**src/rtl/llc_settings.svh**
```systemverilog
`ifndef LLC_SETTINGS_SVH
`define LLC_SETTINGS_SVH

`define LLC_MSG_W      24
`define LLC_FIFO_DEPTH 4
`define LLC_SETS       16
`define LLC_SET_W      4
`define LLC_KIND_W     3

// output kinds carried on out_kind
`define KIND_REQ_ACK      3'd0
`define KIND_RECALL_START 3'd1
`define KIND_RECALL_DONE  3'd2
`define KIND_RST_DONE     3'd3
`define KIND_DMA_RD_BEAT  3'd4
`define KIND_DMA_WR_ACK   3'd5

`endif

```
**src/rtl/llc_pkg.sv**
```systemverilog
`include "llc_settings.svh"

package llc_pkg;

    // ******************************
    // request and response word
    // ******************************

    // op encodes 0 read, 1 write, 2 recall
    typedef struct packed {
        logic [1:0]            op;
        logic [`LLC_SET_W-1:0] set;
        logic [9:0]            tag;
        logic [7:0]            data;
    } llc_req_view_t;

    // ******************************
    // DMA word
    // ******************************

    // beats holds the beat count minus one
    typedef struct packed {
        logic                  write;
        logic [2:0]            beats;
        logic [`LLC_SET_W-1:0] set;
        logic [7:0]            pad;
        logic [7:0]            data;
    } llc_dma_view_t;

    // the engine picks the view from the channel that was selected
    typedef union packed {
        llc_req_view_t req;
        llc_dma_view_t dma;
    } llc_msg_u;

endpackage

```
**src/rtl/llc_dispatch_if.sv**
```systemverilog
`timescale 1ns/1ns

interface llc_dispatch_if import llc_pkg::*; ();
    logic     decode_en;
    logic     recall_pending, recall_valid;
    logic     dma_read_pending, dma_write_pending;
    logic     rst_stall, req_stall, req_in_stalled_valid;
    logic     is_dma_read_to_resume, is_dma_write_to_resume;
    logic     is_rst_to_get, is_rsp_to_get, is_req_to_get, is_dma_req_to_get;
    logic     is_rst_to_resume, look;
    logic     set_is_dma_read_to_resume, clr_is_dma_read_to_resume;
    logic     set_is_dma_write_to_resume, clr_is_dma_write_to_resume;
    logic     update_req_in_from_stalled, clr_req_in_stalled_valid;
    llc_msg_u msg;

    modport decoder (
        input  decode_en, recall_pending, recall_valid, dma_read_pending, dma_write_pending,
        input  rst_stall, req_stall, req_in_stalled_valid,
        input  is_dma_read_to_resume, is_dma_write_to_resume,
        output is_rst_to_get, is_rsp_to_get, is_req_to_get, is_dma_req_to_get,
        output is_rst_to_resume, look, msg,
        output set_is_dma_read_to_resume, clr_is_dma_read_to_resume,
        output set_is_dma_write_to_resume, clr_is_dma_write_to_resume,
        output update_req_in_from_stalled, clr_req_in_stalled_valid
    );

    modport engine (
        output decode_en, recall_pending, recall_valid, dma_read_pending, dma_write_pending,
        output rst_stall, req_stall, req_in_stalled_valid,
        output is_dma_read_to_resume, is_dma_write_to_resume,
        input  is_rst_to_get, is_rsp_to_get, is_req_to_get, is_dma_req_to_get,
        input  is_rst_to_resume, look, msg,
        input  set_is_dma_read_to_resume, clr_is_dma_read_to_resume,
        input  set_is_dma_write_to_resume, clr_is_dma_write_to_resume,
        input  update_req_in_from_stalled, clr_req_in_stalled_valid
    );
endinterface

```
**src/rtl/llc_in_fifo.sv**
```systemverilog
`timescale 1ns/1ns
`include "llc_settings.svh"

module llc_in_fifo #(
    parameter int WIDTH = `LLC_MSG_W,
    parameter int DEPTH = `LLC_FIFO_DEPTH
) (
    input  logic             clk,
    input  logic             rst,
    input  logic             in_valid,
    output logic             in_ready,
    input  logic [WIDTH-1:0] in_data,
    output logic             out_valid,
    input  logic             out_ready,
    output logic [WIDTH-1:0] out_data
);

    localparam int PTR_W = (DEPTH > 1) ? $clog2(DEPTH) : 1;
    localparam int CNT_W = $clog2(DEPTH + 1);

    logic [WIDTH-1:0] mem [DEPTH];
    logic [PTR_W-1:0] wr_ptr, rd_ptr;
    logic [CNT_W-1:0] count;
    logic             push, pop;

    assign in_ready  = (count != CNT_W'(DEPTH));
    assign out_valid = (count != '0);
    assign out_data  = mem[rd_ptr];
    assign push      = in_valid & in_ready;
    assign pop       = out_valid & out_ready;

    always_ff @(posedge clk) begin
        if (push) begin
            mem[wr_ptr] <= in_data;
        end
    end

    // pointers wrap explicitly so any depth works
    always_ff @(posedge clk or negedge rst) begin
        if (!rst) begin
            wr_ptr <= '0;
            rd_ptr <= '0;
            count  <= '0;
        end else begin
            if (push) begin
                wr_ptr <= (wr_ptr == PTR_W'(DEPTH - 1)) ? '0 : wr_ptr + 1'b1;
            end
            if (pop) begin
                rd_ptr <= (rd_ptr == PTR_W'(DEPTH - 1)) ? '0 : rd_ptr + 1'b1;
            end
            if (push && !pop) begin
                count <= count + 1'b1;
            end else if (pop && !push) begin
                count <= count - 1'b1;
            end
        end
    end

endmodule

```
**src/rtl/llc_input_decoder.sv**
```systemverilog
`timescale 1ns/1ns
`include "llc_settings.svh"

module llc_input_decoder (
    input  logic                  clk,
    input  logic                  rst,
    input  logic                  rst_cmd_valid,
    output logic                  rst_cmd_ready,
    input  logic                  rsp_valid,
    output logic                  rsp_ready,
    input  logic [`LLC_MSG_W-1:0] rsp_data,
    input  logic                  req_valid,
    output logic                  req_ready,
    input  logic [`LLC_MSG_W-1:0] req_data,
    input  logic                  dma_valid,
    output logic                  dma_ready,
    input  logic [`LLC_MSG_W-1:0] dma_data,
    llc_dispatch_if.decoder       disp
);

    logic rst_get_next, rsp_get_next, req_get_next, dma_req_get_next, rst_resume_next;

    // ******************************
    // priority selection
    // ******************************

    always_comb begin
        rst_get_next                    = 1'b0;
        rsp_get_next                    = 1'b0;
        req_get_next                    = 1'b0;
        dma_req_get_next                = 1'b0;
        rst_resume_next                 = 1'b0;
        req_ready                       = 1'b0;
        dma_ready                       = 1'b0;
        disp.set_is_dma_read_to_resume  = 1'b0;
        disp.set_is_dma_write_to_resume = 1'b0;
        disp.clr_is_dma_read_to_resume  = 1'b0;
        disp.clr_is_dma_write_to_resume = 1'b0;
        disp.update_req_in_from_stalled = 1'b0;
        disp.clr_req_in_stalled_valid   = 1'b0;
        if (disp.decode_en) begin
            // resume flags live for one decision only
            disp.clr_is_dma_read_to_resume  = 1'b1;
            disp.clr_is_dma_write_to_resume = 1'b1;
            if (disp.recall_pending) begin
                if (!disp.recall_valid) begin
                    rsp_get_next = rsp_valid;
                end else if (disp.dma_read_pending) begin
                    disp.set_is_dma_read_to_resume = 1'b1;
                end else if (disp.dma_write_pending) begin
                    disp.set_is_dma_write_to_resume = 1'b1;
                end
            end else if (disp.rst_stall) begin
                rst_resume_next = 1'b1;
            end else if (rst_cmd_valid && !disp.dma_read_pending && !disp.dma_write_pending) begin
                rst_get_next = 1'b1;
            end else if (rsp_valid) begin
                rsp_get_next = 1'b1;
            end else if (!disp.req_stall && (disp.req_in_stalled_valid || req_valid)) begin
                // a held request always goes ahead of a new one
                if (disp.req_in_stalled_valid) begin
                    disp.update_req_in_from_stalled = 1'b1;
                    disp.clr_req_in_stalled_valid   = 1'b1;
                end else begin
                    req_ready = 1'b1;
                end
                req_get_next = 1'b1;
            end else if (disp.dma_read_pending) begin
                disp.set_is_dma_read_to_resume = 1'b1;
            end else if (disp.dma_write_pending) begin
                if (dma_valid) begin
                    disp.set_is_dma_write_to_resume = 1'b1;
                    dma_ready = 1'b1;
                end
            end else if (dma_valid && !disp.req_stall) begin
                dma_req_get_next = 1'b1;
                dma_ready = 1'b1;
            end
        end
    end

    assign rst_cmd_ready = rst_get_next;
    assign rsp_ready     = rsp_get_next;

    // ******************************
    // registered dispatch
    // ******************************

    always_ff @(posedge clk or negedge rst) begin
        if (!rst) begin
            disp.is_rst_to_get     <= 1'b0;
            disp.is_rsp_to_get     <= 1'b0;
            disp.is_req_to_get     <= 1'b0;
            disp.is_dma_req_to_get <= 1'b0;
            disp.is_rst_to_resume  <= 1'b0;
        end else if (disp.decode_en) begin
            disp.is_rst_to_get     <= rst_get_next;
            disp.is_rsp_to_get     <= rsp_get_next;
            disp.is_req_to_get     <= req_get_next;
            disp.is_dma_req_to_get <= dma_req_get_next;
            disp.is_rst_to_resume  <= rst_resume_next;
        end
    end

    always_ff @(posedge clk) begin
        if (rsp_ready) begin
            disp.msg <= rsp_data;
        end else if (req_ready) begin
            disp.msg <= req_data;
        end else if (dma_ready) begin
            disp.msg <= dma_data;
        end
    end

    // a DMA resume waits while a recall is still open
    assign disp.look = disp.is_rsp_to_get | disp.is_req_to_get | disp.is_dma_req_to_get |
                       (disp.is_dma_read_to_resume & ~disp.recall_pending) |
                       (disp.is_dma_write_to_resume & ~disp.recall_pending);

endmodule

```
**src/rtl/llc_engine.sv**
```systemverilog
`timescale 1ns/1ns
`include "llc_settings.svh"

module llc_engine import llc_pkg::*; (
    input  logic                   clk,
    input  logic                   rst,
    llc_dispatch_if.engine         disp,
    output logic                   out_valid,
    input  logic                   out_ready,
    output logic [`LLC_KIND_W-1:0] out_kind,
    output logic [`LLC_SET_W+7:0]  out_data
);

    localparam logic [`LLC_SET_W-1:0] LAST_SET = `LLC_SET_W'(`LLC_SETS - 1);

    logic [7:0]             set_tbl [`LLC_SETS];
    logic                   exec, use_stalled, recall_active;
    logic [`LLC_SET_W-1:0]  recall_set, dma_addr, rst_cnt, tbl_addr;
    logic [2:0]             dma_left;
    llc_req_view_t          stalled_req, req_w;
    llc_dma_view_t          dma_w;
    logic                   look_exec, act_recall_done, act_rsp, act_req, act_stall;
    logic                   act_dma_cmd, act_dma_rd, act_dma_wr, act_rst_cmd, act_rst_step;
    logic                   tbl_we, out_load;
    logic [7:0]             tbl_wdata;
    logic [`LLC_KIND_W-1:0] kind_next;
    logic [`LLC_SET_W+7:0]  data_next;

    assign req_w     = use_stalled ? stalled_req : disp.msg.req;
    assign dma_w     = disp.msg.dma;
    assign look_exec = exec & disp.look;

    assign act_recall_done = exec & disp.recall_pending & disp.recall_valid;
    assign act_rsp         = look_exec & disp.is_rsp_to_get;
    assign act_req         = look_exec & disp.is_req_to_get;
    assign act_stall       = act_req & recall_active & (req_w.set == recall_set) &
                             (req_w.op != 2'd2);
    assign act_dma_cmd     = look_exec & disp.is_dma_req_to_get;
    assign act_dma_rd      = look_exec & disp.is_dma_read_to_resume;
    assign act_dma_wr      = look_exec & disp.is_dma_write_to_resume;
    assign act_rst_cmd     = exec & disp.is_rst_to_get;
    assign act_rst_step    = exec & disp.is_rst_to_resume;

    // ******************************
    // execute, table write and result
    // ******************************

    always_comb begin
        tbl_we    = 1'b0;
        tbl_addr  = req_w.set;
        tbl_wdata = req_w.data;
        out_load  = 1'b0;
        kind_next = `KIND_REQ_ACK;
        data_next = {req_w.set, set_tbl[req_w.set]};
        if (act_recall_done) begin
            out_load  = 1'b1;
            kind_next = `KIND_RECALL_DONE;
            data_next = {recall_set, set_tbl[recall_set]};
        end else if (act_rsp && recall_active) begin
            // with nothing stalled behind it the recall finishes right here
            tbl_we    = 1'b1;
            tbl_addr  = recall_set;
            tbl_wdata = disp.msg.req.data;
            out_load  = !disp.recall_pending;
            kind_next = `KIND_RECALL_DONE;
            data_next = {recall_set, disp.msg.req.data};
        end else if (act_req && !act_stall) begin
            out_load = 1'b1;
            if (req_w.op == 2'd1) begin
                tbl_we    = 1'b1;
                data_next = {req_w.set, req_w.data};
            end else if (req_w.op == 2'd2) begin
                kind_next = `KIND_RECALL_START;
            end
        end else if (act_dma_cmd && !dma_w.write) begin
            out_load  = 1'b1;
            kind_next = `KIND_DMA_RD_BEAT;
            data_next = {dma_w.set, set_tbl[dma_w.set]};
        end else if (act_dma_rd) begin
            out_load  = 1'b1;
            kind_next = `KIND_DMA_RD_BEAT;
            data_next = {dma_addr, set_tbl[dma_addr]};
        end else if (act_dma_wr) begin
            tbl_we    = 1'b1;
            tbl_addr  = dma_addr;
            tbl_wdata = dma_w.data;
            out_load  = (dma_left == 3'd0);
            kind_next = `KIND_DMA_WR_ACK;
            data_next = {dma_addr, dma_w.data};
        end else if (act_rst_step) begin
            tbl_we    = 1'b1;
            tbl_addr  = rst_cnt;
            tbl_wdata = 8'd0;
            out_load  = (rst_cnt == LAST_SET);
            kind_next = `KIND_RST_DONE;
            data_next = {rst_cnt, 8'd0};
        end
    end

    always_ff @(posedge clk) begin
        if (tbl_we) begin
            set_tbl[tbl_addr] <= tbl_wdata;
        end
        if (act_stall) begin
            stalled_req <= req_w;
        end
        if (out_load) begin
            out_kind <= kind_next;
            out_data <= data_next;
        end
    end

    // ******************************
    // control state
    // ******************************

    always_ff @(posedge clk or negedge rst) begin
        if (!rst) begin
            disp.decode_en              <= 1'b0;
            disp.recall_pending         <= 1'b0;
            disp.recall_valid           <= 1'b0;
            disp.dma_read_pending       <= 1'b0;
            disp.dma_write_pending      <= 1'b0;
            disp.rst_stall              <= 1'b0;
            disp.req_stall              <= 1'b0;
            disp.req_in_stalled_valid   <= 1'b0;
            disp.is_dma_read_to_resume  <= 1'b0;
            disp.is_dma_write_to_resume <= 1'b0;
            exec          <= 1'b0;
            use_stalled   <= 1'b0;
            recall_active <= 1'b0;
            recall_set    <= '0;
            dma_addr      <= '0;
            dma_left      <= '0;
            rst_cnt       <= '0;
            out_valid     <= 1'b0;
        end else begin
            // one decision at a time, and only into an empty output register
            disp.decode_en <= !disp.decode_en && !exec && (!out_valid || out_ready);
            exec <= disp.decode_en;
            if (out_load) begin
                out_valid <= 1'b1;
            end else if (out_ready) begin
                out_valid <= 1'b0;
            end
            if (disp.decode_en) begin
                use_stalled <= disp.update_req_in_from_stalled;
            end
            if (disp.set_is_dma_read_to_resume) begin
                disp.is_dma_read_to_resume <= 1'b1;
            end else if (disp.clr_is_dma_read_to_resume) begin
                disp.is_dma_read_to_resume <= 1'b0;
            end
            if (disp.set_is_dma_write_to_resume) begin
                disp.is_dma_write_to_resume <= 1'b1;
            end else if (disp.clr_is_dma_write_to_resume) begin
                disp.is_dma_write_to_resume <= 1'b0;
            end
            if (disp.clr_req_in_stalled_valid) begin
                disp.req_in_stalled_valid <= 1'b0;
            end
            if (act_recall_done) begin
                disp.recall_pending <= 1'b0;
                disp.recall_valid   <= 1'b0;
                disp.req_stall      <= 1'b0;
                recall_active       <= 1'b0;
            end
            if (act_rsp && recall_active) begin
                if (disp.recall_pending) begin
                    disp.recall_valid <= 1'b1;
                end else begin
                    recall_active <= 1'b0;
                end
            end
            if (act_req && req_w.op == 2'd2) begin
                recall_active <= 1'b1;
                recall_set    <= req_w.set;
            end
            if (act_stall) begin
                disp.req_in_stalled_valid <= 1'b1;
                disp.req_stall            <= 1'b1;
                disp.recall_pending       <= 1'b1;
            end
            if (act_dma_cmd) begin
                // a read sends its first beat with the command itself
                if (dma_w.write) begin
                    disp.dma_write_pending <= 1'b1;
                    dma_addr <= dma_w.set;
                    dma_left <= dma_w.beats;
                end else begin
                    disp.dma_read_pending <= (dma_w.beats != 3'd0);
                    dma_addr <= dma_w.set + 1'b1;
                    dma_left <= dma_w.beats - 3'd1;
                end
            end
            if (act_dma_rd || act_dma_wr) begin
                dma_addr <= dma_addr + 1'b1;
                dma_left <= dma_left - 3'd1;
                if (dma_left == 3'd0) begin
                    disp.dma_read_pending  <= 1'b0;
                    disp.dma_write_pending <= 1'b0;
                end
            end
            if (act_rst_cmd) begin
                disp.rst_stall <= 1'b1;
                rst_cnt        <= '0;
            end
            if (act_rst_step) begin
                rst_cnt <= rst_cnt + 1'b1;
                if (rst_cnt == LAST_SET) begin
                    disp.rst_stall <= 1'b0;
                end
            end
        end
    end

endmodule

```
**src/rtl/llc_front.sv**
```systemverilog
`timescale 1ns/1ns
`include "llc_settings.svh"

module llc_front (
    input  logic                   clk,
    input  logic                   rst,
    input  logic                   rst_cmd_valid,
    output logic                   rst_cmd_ready,
    input  logic                   rsp_valid,
    output logic                   rsp_ready,
    input  logic [`LLC_MSG_W-1:0]  rsp_data,
    input  logic                   req_valid,
    output logic                   req_ready,
    input  logic [`LLC_MSG_W-1:0]  req_data,
    input  logic                   dma_valid,
    output logic                   dma_ready,
    input  logic [`LLC_MSG_W-1:0]  dma_data,
    output logic                   out_valid,
    input  logic                   out_ready,
    output logic [`LLC_KIND_W-1:0] out_kind,
    output logic [`LLC_SET_W+7:0]  out_data
);

    logic                  rsp_q_valid, rsp_q_ready;
    logic                  req_q_valid, req_q_ready;
    logic                  dma_q_valid, dma_q_ready;
    logic [`LLC_MSG_W-1:0] rsp_q_data, req_q_data, dma_q_data;

    llc_dispatch_if disp ();

    llc_in_fifo #(.WIDTH(`LLC_MSG_W)) u_rsp_fifo (
        .clk(clk), .rst(rst),
        .in_valid(rsp_valid), .in_ready(rsp_ready), .in_data(rsp_data),
        .out_valid(rsp_q_valid), .out_ready(rsp_q_ready), .out_data(rsp_q_data)
    );

    llc_in_fifo #(.WIDTH(`LLC_MSG_W)) u_req_fifo (
        .clk(clk), .rst(rst),
        .in_valid(req_valid), .in_ready(req_ready), .in_data(req_data),
        .out_valid(req_q_valid), .out_ready(req_q_ready), .out_data(req_q_data)
    );

    llc_in_fifo #(.WIDTH(`LLC_MSG_W)) u_dma_fifo (
        .clk(clk), .rst(rst),
        .in_valid(dma_valid), .in_ready(dma_ready), .in_data(dma_data),
        .out_valid(dma_q_valid), .out_ready(dma_q_ready), .out_data(dma_q_data)
    );

    // the reset command has no payload and goes straight to the decoder
    llc_input_decoder u_decoder (
        .clk(clk), .rst(rst),
        .rst_cmd_valid(rst_cmd_valid), .rst_cmd_ready(rst_cmd_ready),
        .rsp_valid(rsp_q_valid), .rsp_ready(rsp_q_ready), .rsp_data(rsp_q_data),
        .req_valid(req_q_valid), .req_ready(req_q_ready), .req_data(req_q_data),
        .dma_valid(dma_q_valid), .dma_ready(dma_q_ready), .dma_data(dma_q_data),
        .disp(disp.decoder)
    );

    llc_engine u_engine (
        .clk(clk), .rst(rst),
        .disp(disp.engine),
        .out_valid(out_valid), .out_ready(out_ready),
        .out_kind(out_kind), .out_data(out_data)
    );

endmodule

```
**config.mk**
```make
export PLATFORM = sky130hd
export DESIGN_NAME = llc_front
export DESIGN_NICKNAME = d
export VERILOG_FILES = /design/src/rtl/llc_pkg.sv /design/src/rtl/llc_dispatch_if.sv /design/src/rtl/llc_in_fifo.sv /design/src/rtl/llc_input_decoder.sv /design/src/rtl/llc_engine.sv /design/src/rtl/llc_front.sv
export VERILOG_INCLUDE_DIRS = /design/src /design/src/rtl
export SDC_FILE = /design/constraint.sdc
export NUM_CORES = 1
export LEC_CHECK = 0
export ABC_CLOCK_PERIOD_IN_PS = 11290
export BUFFER_PORTS_ARGS = -buffer_cell sky130_fd_sc_hd__buf_2
export CORE_MARGIN = 5
export CORE_UTILIZATION = 35
export CTS_CLUSTER_SIZE = 8
export DETAILED_ROUTE_END_ITERATION = 10
export GPL_TIMING_DRIVEN = 0
export PLACE_DENSITY_LB_ADDON = 0.2
export SETUP_SLACK_MARGIN = 0.3
export SYNTH_ARGS = -nofsm -noshare
export SYNTH_HDL_FRONTEND = slang
export SYNTH_HIERARCHICAL = 1
export SYNTH_SLANG_ARGS = --single-unit
```
**constraint.sdc**
```tcl
create_clock -name clk -period 11.29 [get_ports clk]
set_input_delay 0.5645 -clock clk [delete_from_list [all_inputs] [get_ports clk]]
set_output_delay 0.5645 -clock clk [all_outputs]
set_load 0.1 [all_outputs]
```
* After elaboration in Yosys (flattened, before gate mapping) *
Memory sizes are Yosys's and may differ from the RTL's. A register that Yosys moved wholly into a read port is not among the register bits.
Cells that the tools add are included.
W data, S select, Z words.

word-level totals
  register bits after elaboration = 117
  bits in writable memories = 416
  logic and storage cells = 323
  memories = 4

memories
  memory            words  width  read ports  clocked after Yosys merged registers in  write ports  RTL line           source
  u_engine.set_tbl  16     8      4           1                                        1            llc_engine.sv:16   logic [7:0] set_tbl [`LLC_SETS];
  u_dma_fifo.mem    4      24     1           0                                        1            llc_in_fifo.sv:21  logic [WIDTH-1:0] mem [DEPTH];
  u_req_fifo.mem    4      24     1           0                                        1            llc_in_fifo.sv:21
  u_rsp_fifo.mem    4      24     1           0                                        1            llc_in_fifo.sv:21

cells by class
  add/subtract/negate cells = 17
  equality and inequality tests = 14
  multiplexer cells = 172
  bitwise operators = 27
  reductions and logical operators = 51

operators by type and width
  operator               number
  $mux W1                119
  $mux W24               4
  $mux W12               7
  $mux W8                8
  $mux W4                13
  $mux W3                14
  $and A1 B1 Y1          21
  $reduce_bool A2 Y1     10
  $logic_and A1 B1 Y1    16
  $reduce_bool A3 Y1     5
  $sub A3 B1 Y3 const B  5
  $eq A2 B2 Y1 const B   7
  $logic_not A1 Y1       14
  $mux W2                7
  $add A2 B1 Y2 const B  6
  $add A4 B1 Y4 const B  3
  $add A3 B1 Y3 const B  3
  $ne A3 B3 Y1 const B   3
  $eq A4 B4 Y1           1
  $eq A4 B4 Y1 const B   1
  $or A1 B1 Y1           4
  $logic_not A3 Y1       1
  $logic_or A1 B1 Y1     3
  $eq A2 B1 Y1 const B   1
  other kinds (4)        5

* Depth between registers and ports, before layout *
  word-level depth = 16
  mapped depth = 12
  mapped depth without buffers = 12

* Hierarchy *
Netlist, hierarchy kept.

modules (own cells, without submodules)
  module             instances  cells an instance  area an instance (sq um)  sequential area each (sq um)
  llc_in_fifo        3          162                3901.2                    3057.9
  llc_engine         1          950                11672.4                   5415.2
  llc_input_decoder  1          149                1747.9                    845.8

* Least setup slack after synthesis *
OpenSTA, ideal clock, no wires.

  kind = input -> output
  from = in rst_cmd_valid
  to = out rst_cmd_ready
  arrival time = 3.870 ns
  path slack = 6.855 ns
  cell stages on the path = 2
  path buffers = 0
  path through = or3b_4 > nor4_1

on the way
  word-level cells in the longest chain between the ends = 6

RTL lines
  what                               RTL line                 source
  start, declared                    llc_front.sv:7           input logic rst_cmd_valid,
  $logic_and A1 B1 Y1 (2 in series)  llc_input_decoder.sv:55  end else if (rst_cmd_valid && !disp.dma_read_pending && !disp.dma_write_pending) begin
  $mux W1                            llc_input_decoder.sv:55
  $mux W1                            llc_input_decoder.sv:53  end else if (disp.rst_stall) begin
  $mux W1                            llc_input_decoder.sv:45  if (disp.recall_pending) begin
  $mux W1                            llc_input_decoder.sv:41  if (disp.decode_en) begin
  end, declared                      llc_front.sv:8           output logic rst_cmd_ready,

No other way between the ends.

==> impl_metrics.csv <==
group,metric,value,unit
outcome,status,"finished, final reports clean",
min_path,worstHoldPathType,"in2async",
worst_setup_path,crit_required,11.61,ns
worst_setup_path,cp-start-kind,"flip-flop",
clocking,insertion_delay,0.63,ns
grt,grt_pass1_vias,14500,
clocking,cts_tree,"built",
timing,tightest_slew,1.33,ns
clocking,cts_buffer_depth,3,
worst_setup_path,cp_common_cell,"clkbuf_1",
job,max-cap-violations,0,
grt,grt_pass1_wl,101,mm
place,io_buffers,74,
clocking,cts-root-buf,"clkbuf_16",
clocking,htreeDepth,2,
grt,grt_max_degree,55,
routing,drt_iter0_drc,1745,
cells_and_area,area_growth,16.1,%
routing,wl,69.3,mm
worst_setup_path,crit_chain,"o21ai_0, and2_1, clkbuf_1, and3_1, clkbuf_1, nand2_1, o22ai_1, nor2_1, nor4_2, buf_4",
clocking,numCtsBuffers,59,
floorplanning,rows,90,
cells_and_area,layout.nets,1705,
place,postPlaceCellArea,23000,um^2
timing,finalHoldViolations,0,
place,hpwl,48.5,mm
timing,skew,0.0327,ns
worst_setup_path,crit_start,"u_engine/disp.req_stall",
pwr,p_leak,8.61,nW
timing,post-route-period-util,0.455,
routing,drcViolationCount,0,
routing,wl_met2,31.0,mm
floorplanning,dieWidth,257,um
worst_setup_path,crit_type,"reg2reg",
yosys,synthesis.nets,1540,
place,finalWeightedCongestion,0.951,
floorplanning,initial_core_util,0.353,
worst_setup_path,crit_end,"u_engine/set_tbl[10][3]",
worst_setup_path,critPathMaxFanout,16,
worst_setup_path,rrSetupSlack,6.15,ns
worst_setup_path,cp_num_cells,10,
routing,dr_wl_met3,6.51,mm
routing,top_layer,"met5",
yosys,synth_area_per_cell,14.9,um^2
floorplanning,die_h,257,um
floorplanning,die_area,65800,um^2
clocking,cts.clk_slew.worst_paths,0.05,ns
timing,fin_setup_tns,0,ns
clocking,clock-sinks,419,
routing,vias_per_cell,5.98,
timing,maxSlewViolCount,0,
clocking,holdBufCountCts,0,
grt,antenna_found_initial,6,
routing,vias,14500,
worst_setup_path,crit_buf_inv,3,
worst_setup_path,crit_slowest_cell,"nor4_2",
grt,grt_usage,0.206,
floorplanning,coreArea,60200,um^2
pwr,ir_drop,0.171,mV
grt,grt-ovfl-total,0,
floorplanning,io_pins,99,
worst_setup_path,r2r_end,"u_engine/set_tbl[10][3]",
yosys,syn_area,21300,um^2
routing,ant_nets,0,
worst_setup_path,cpLargestDelayFamily,"simple AND/OR/NAND/NOR gates",
timing,relSlewSlack,0.114,
worst_setup_path,cp-end-kind,"flip-flop",
worst_setup_path,reg2reg_depth,10,
worst_setup_path,cp_slowest_stage_delay,1.04,ns
timing,fmax,195,MHz
worst_setup_path,crit_arrival,5.46,ns
timing,min_period,5.14,ns
worst_setup_path,r2r_start,"u_engine/disp.req_stall",
yosys,synthesis.instances,1433,
cells_and_area,drive_gt1_frac,0.286,
yosys,ys_warn_count,6,
pwr,power_density,199,nW/um^2
routing,firstDrtPassIters,6,
routing,wl_met1,27.6,mm
clocking,post_cts_buffers,0,
timing,setup_violations,0,
timing,rsz0062_at_grt,"no",
cells_and_area,final_area,24700,um^2
routing,wl_per_cell,28.6,um
clocking,cts_resized,0,
[cell usage in the layout, fill, tap and decap left out, types with 6 or more instances in the layout]
cell type  count
clkbuf_16     59
ha_1          25
nand2_1      185
buf_1         13
nor2b_1        7
and3_1        23
mux2_4         6
inv_1         31
edfxtp_1     365
buf_4         39
a311oi_1      18
nor3_1         8
a31oi_1        7
buf_6         10
nand4_1        8
and2_1         7
nor2_1        46
a21o_1         9
buf_2         91
o2bb2ai_1      6
mux2i_1       31
o21ai_2       17
and3_2        12
o21ai_0       30
dfrtp_1       54
mux4_2       157
nand3_1       52
nand2b_1       6
o211ai_1      11
a311o_1       10
a22o_1         6
xor2_1         7
xnor2_1       10
a21oi_1       35
clkbuf_1      95
a221oi_1       9
mux2_2        26
o22ai_1        9
nor4_2        15
[worst min-delay path by stage]
| stage | start | endpoint | slack, ns | cells past startpoint |
|---|---|---|---|---|
| 2_1_floorplan | rst | u_decoder/disp.is_dma_req_to_get | 0.27 | 0 |
| 3_3_place_gp | u_engine/dma_left[0] | u_engine/dma_left[0] | 0.47 | 1 |
| 3_5_place_dp | u_engine/dma_left[0] | u_engine/dma_left[0] | 0.47 | 1 |
| 4_1_cts | req_data[22] | u_req_fifo/mem[1][22] | 0.11 | 1 |
| 5_1_grt | rst | u_dma_fifo/rd_ptr[1] | 0.08 | 1 |
| 6_report | rst | u_engine/disp.decode_en | 0.03 | 1 |
[state kept, by name (all words and copies together), names as in the netlist, 4 cells and up]
register	flops
u_engine/set_tbl	128
u_dma_fifo/mem	64
u_req_fifo/mem	64
u_rsp_fifo/mem	64
u_decoder/disp.msg	16
u_engine/stalled_req	14
u_engine/out_data	12
u_engine/dma_addr	4
u_engine/recall_set	4
u_engine/rst_cnt	4
[metal layers]
layer / up-vias / track usage
met5: - / 0
met4: 8 / 0.103
met3: 244 / 0.0558
met2: 848 / 0.313
met1: 7336 / 0.273
li1: 6036 / -
[power breakdown]
group	switching [mW]	leakage [nW]	internal [mW]	total (mW)
combinational	0.735	3.78	0.456	1.19
clock	0.662	0.813	0.969	1.63
sequential	0.119	4.02	1.99	2.11
[per-stage QoR]
step,hold slack [ns],instances,util,power [mW],worst slack (ns)
after floorplan,0.269,1433,-,2.90,6.86
after global placement,0.468,2289,0.376,3.26,4.67
after detailed placement,0.466,2318,0.381,3.31,6.26
after CTS,0.107,2419,0.410,4.97,6.25
after global routing,0.0772,2421,0.410,5.14,5.97
final,0.0338,2422,0.410,4.93,6.15
[area by class of cell]
cell class                      instances  area (um^2)
Multi-Input combinational cell        870         8410
Antenna cell                            2         5.00
Clock buffer                           95         1610
Tap cell                              782          978
Clock inverter                          6          108
Timing Repair Buffer                  104          611
Buffer                                109          536
Sequential cell                       419        12300
Fill cell                            5532        35500
Inverter                               35          134
No activity file was read; power rests on OpenSTA's default activity.
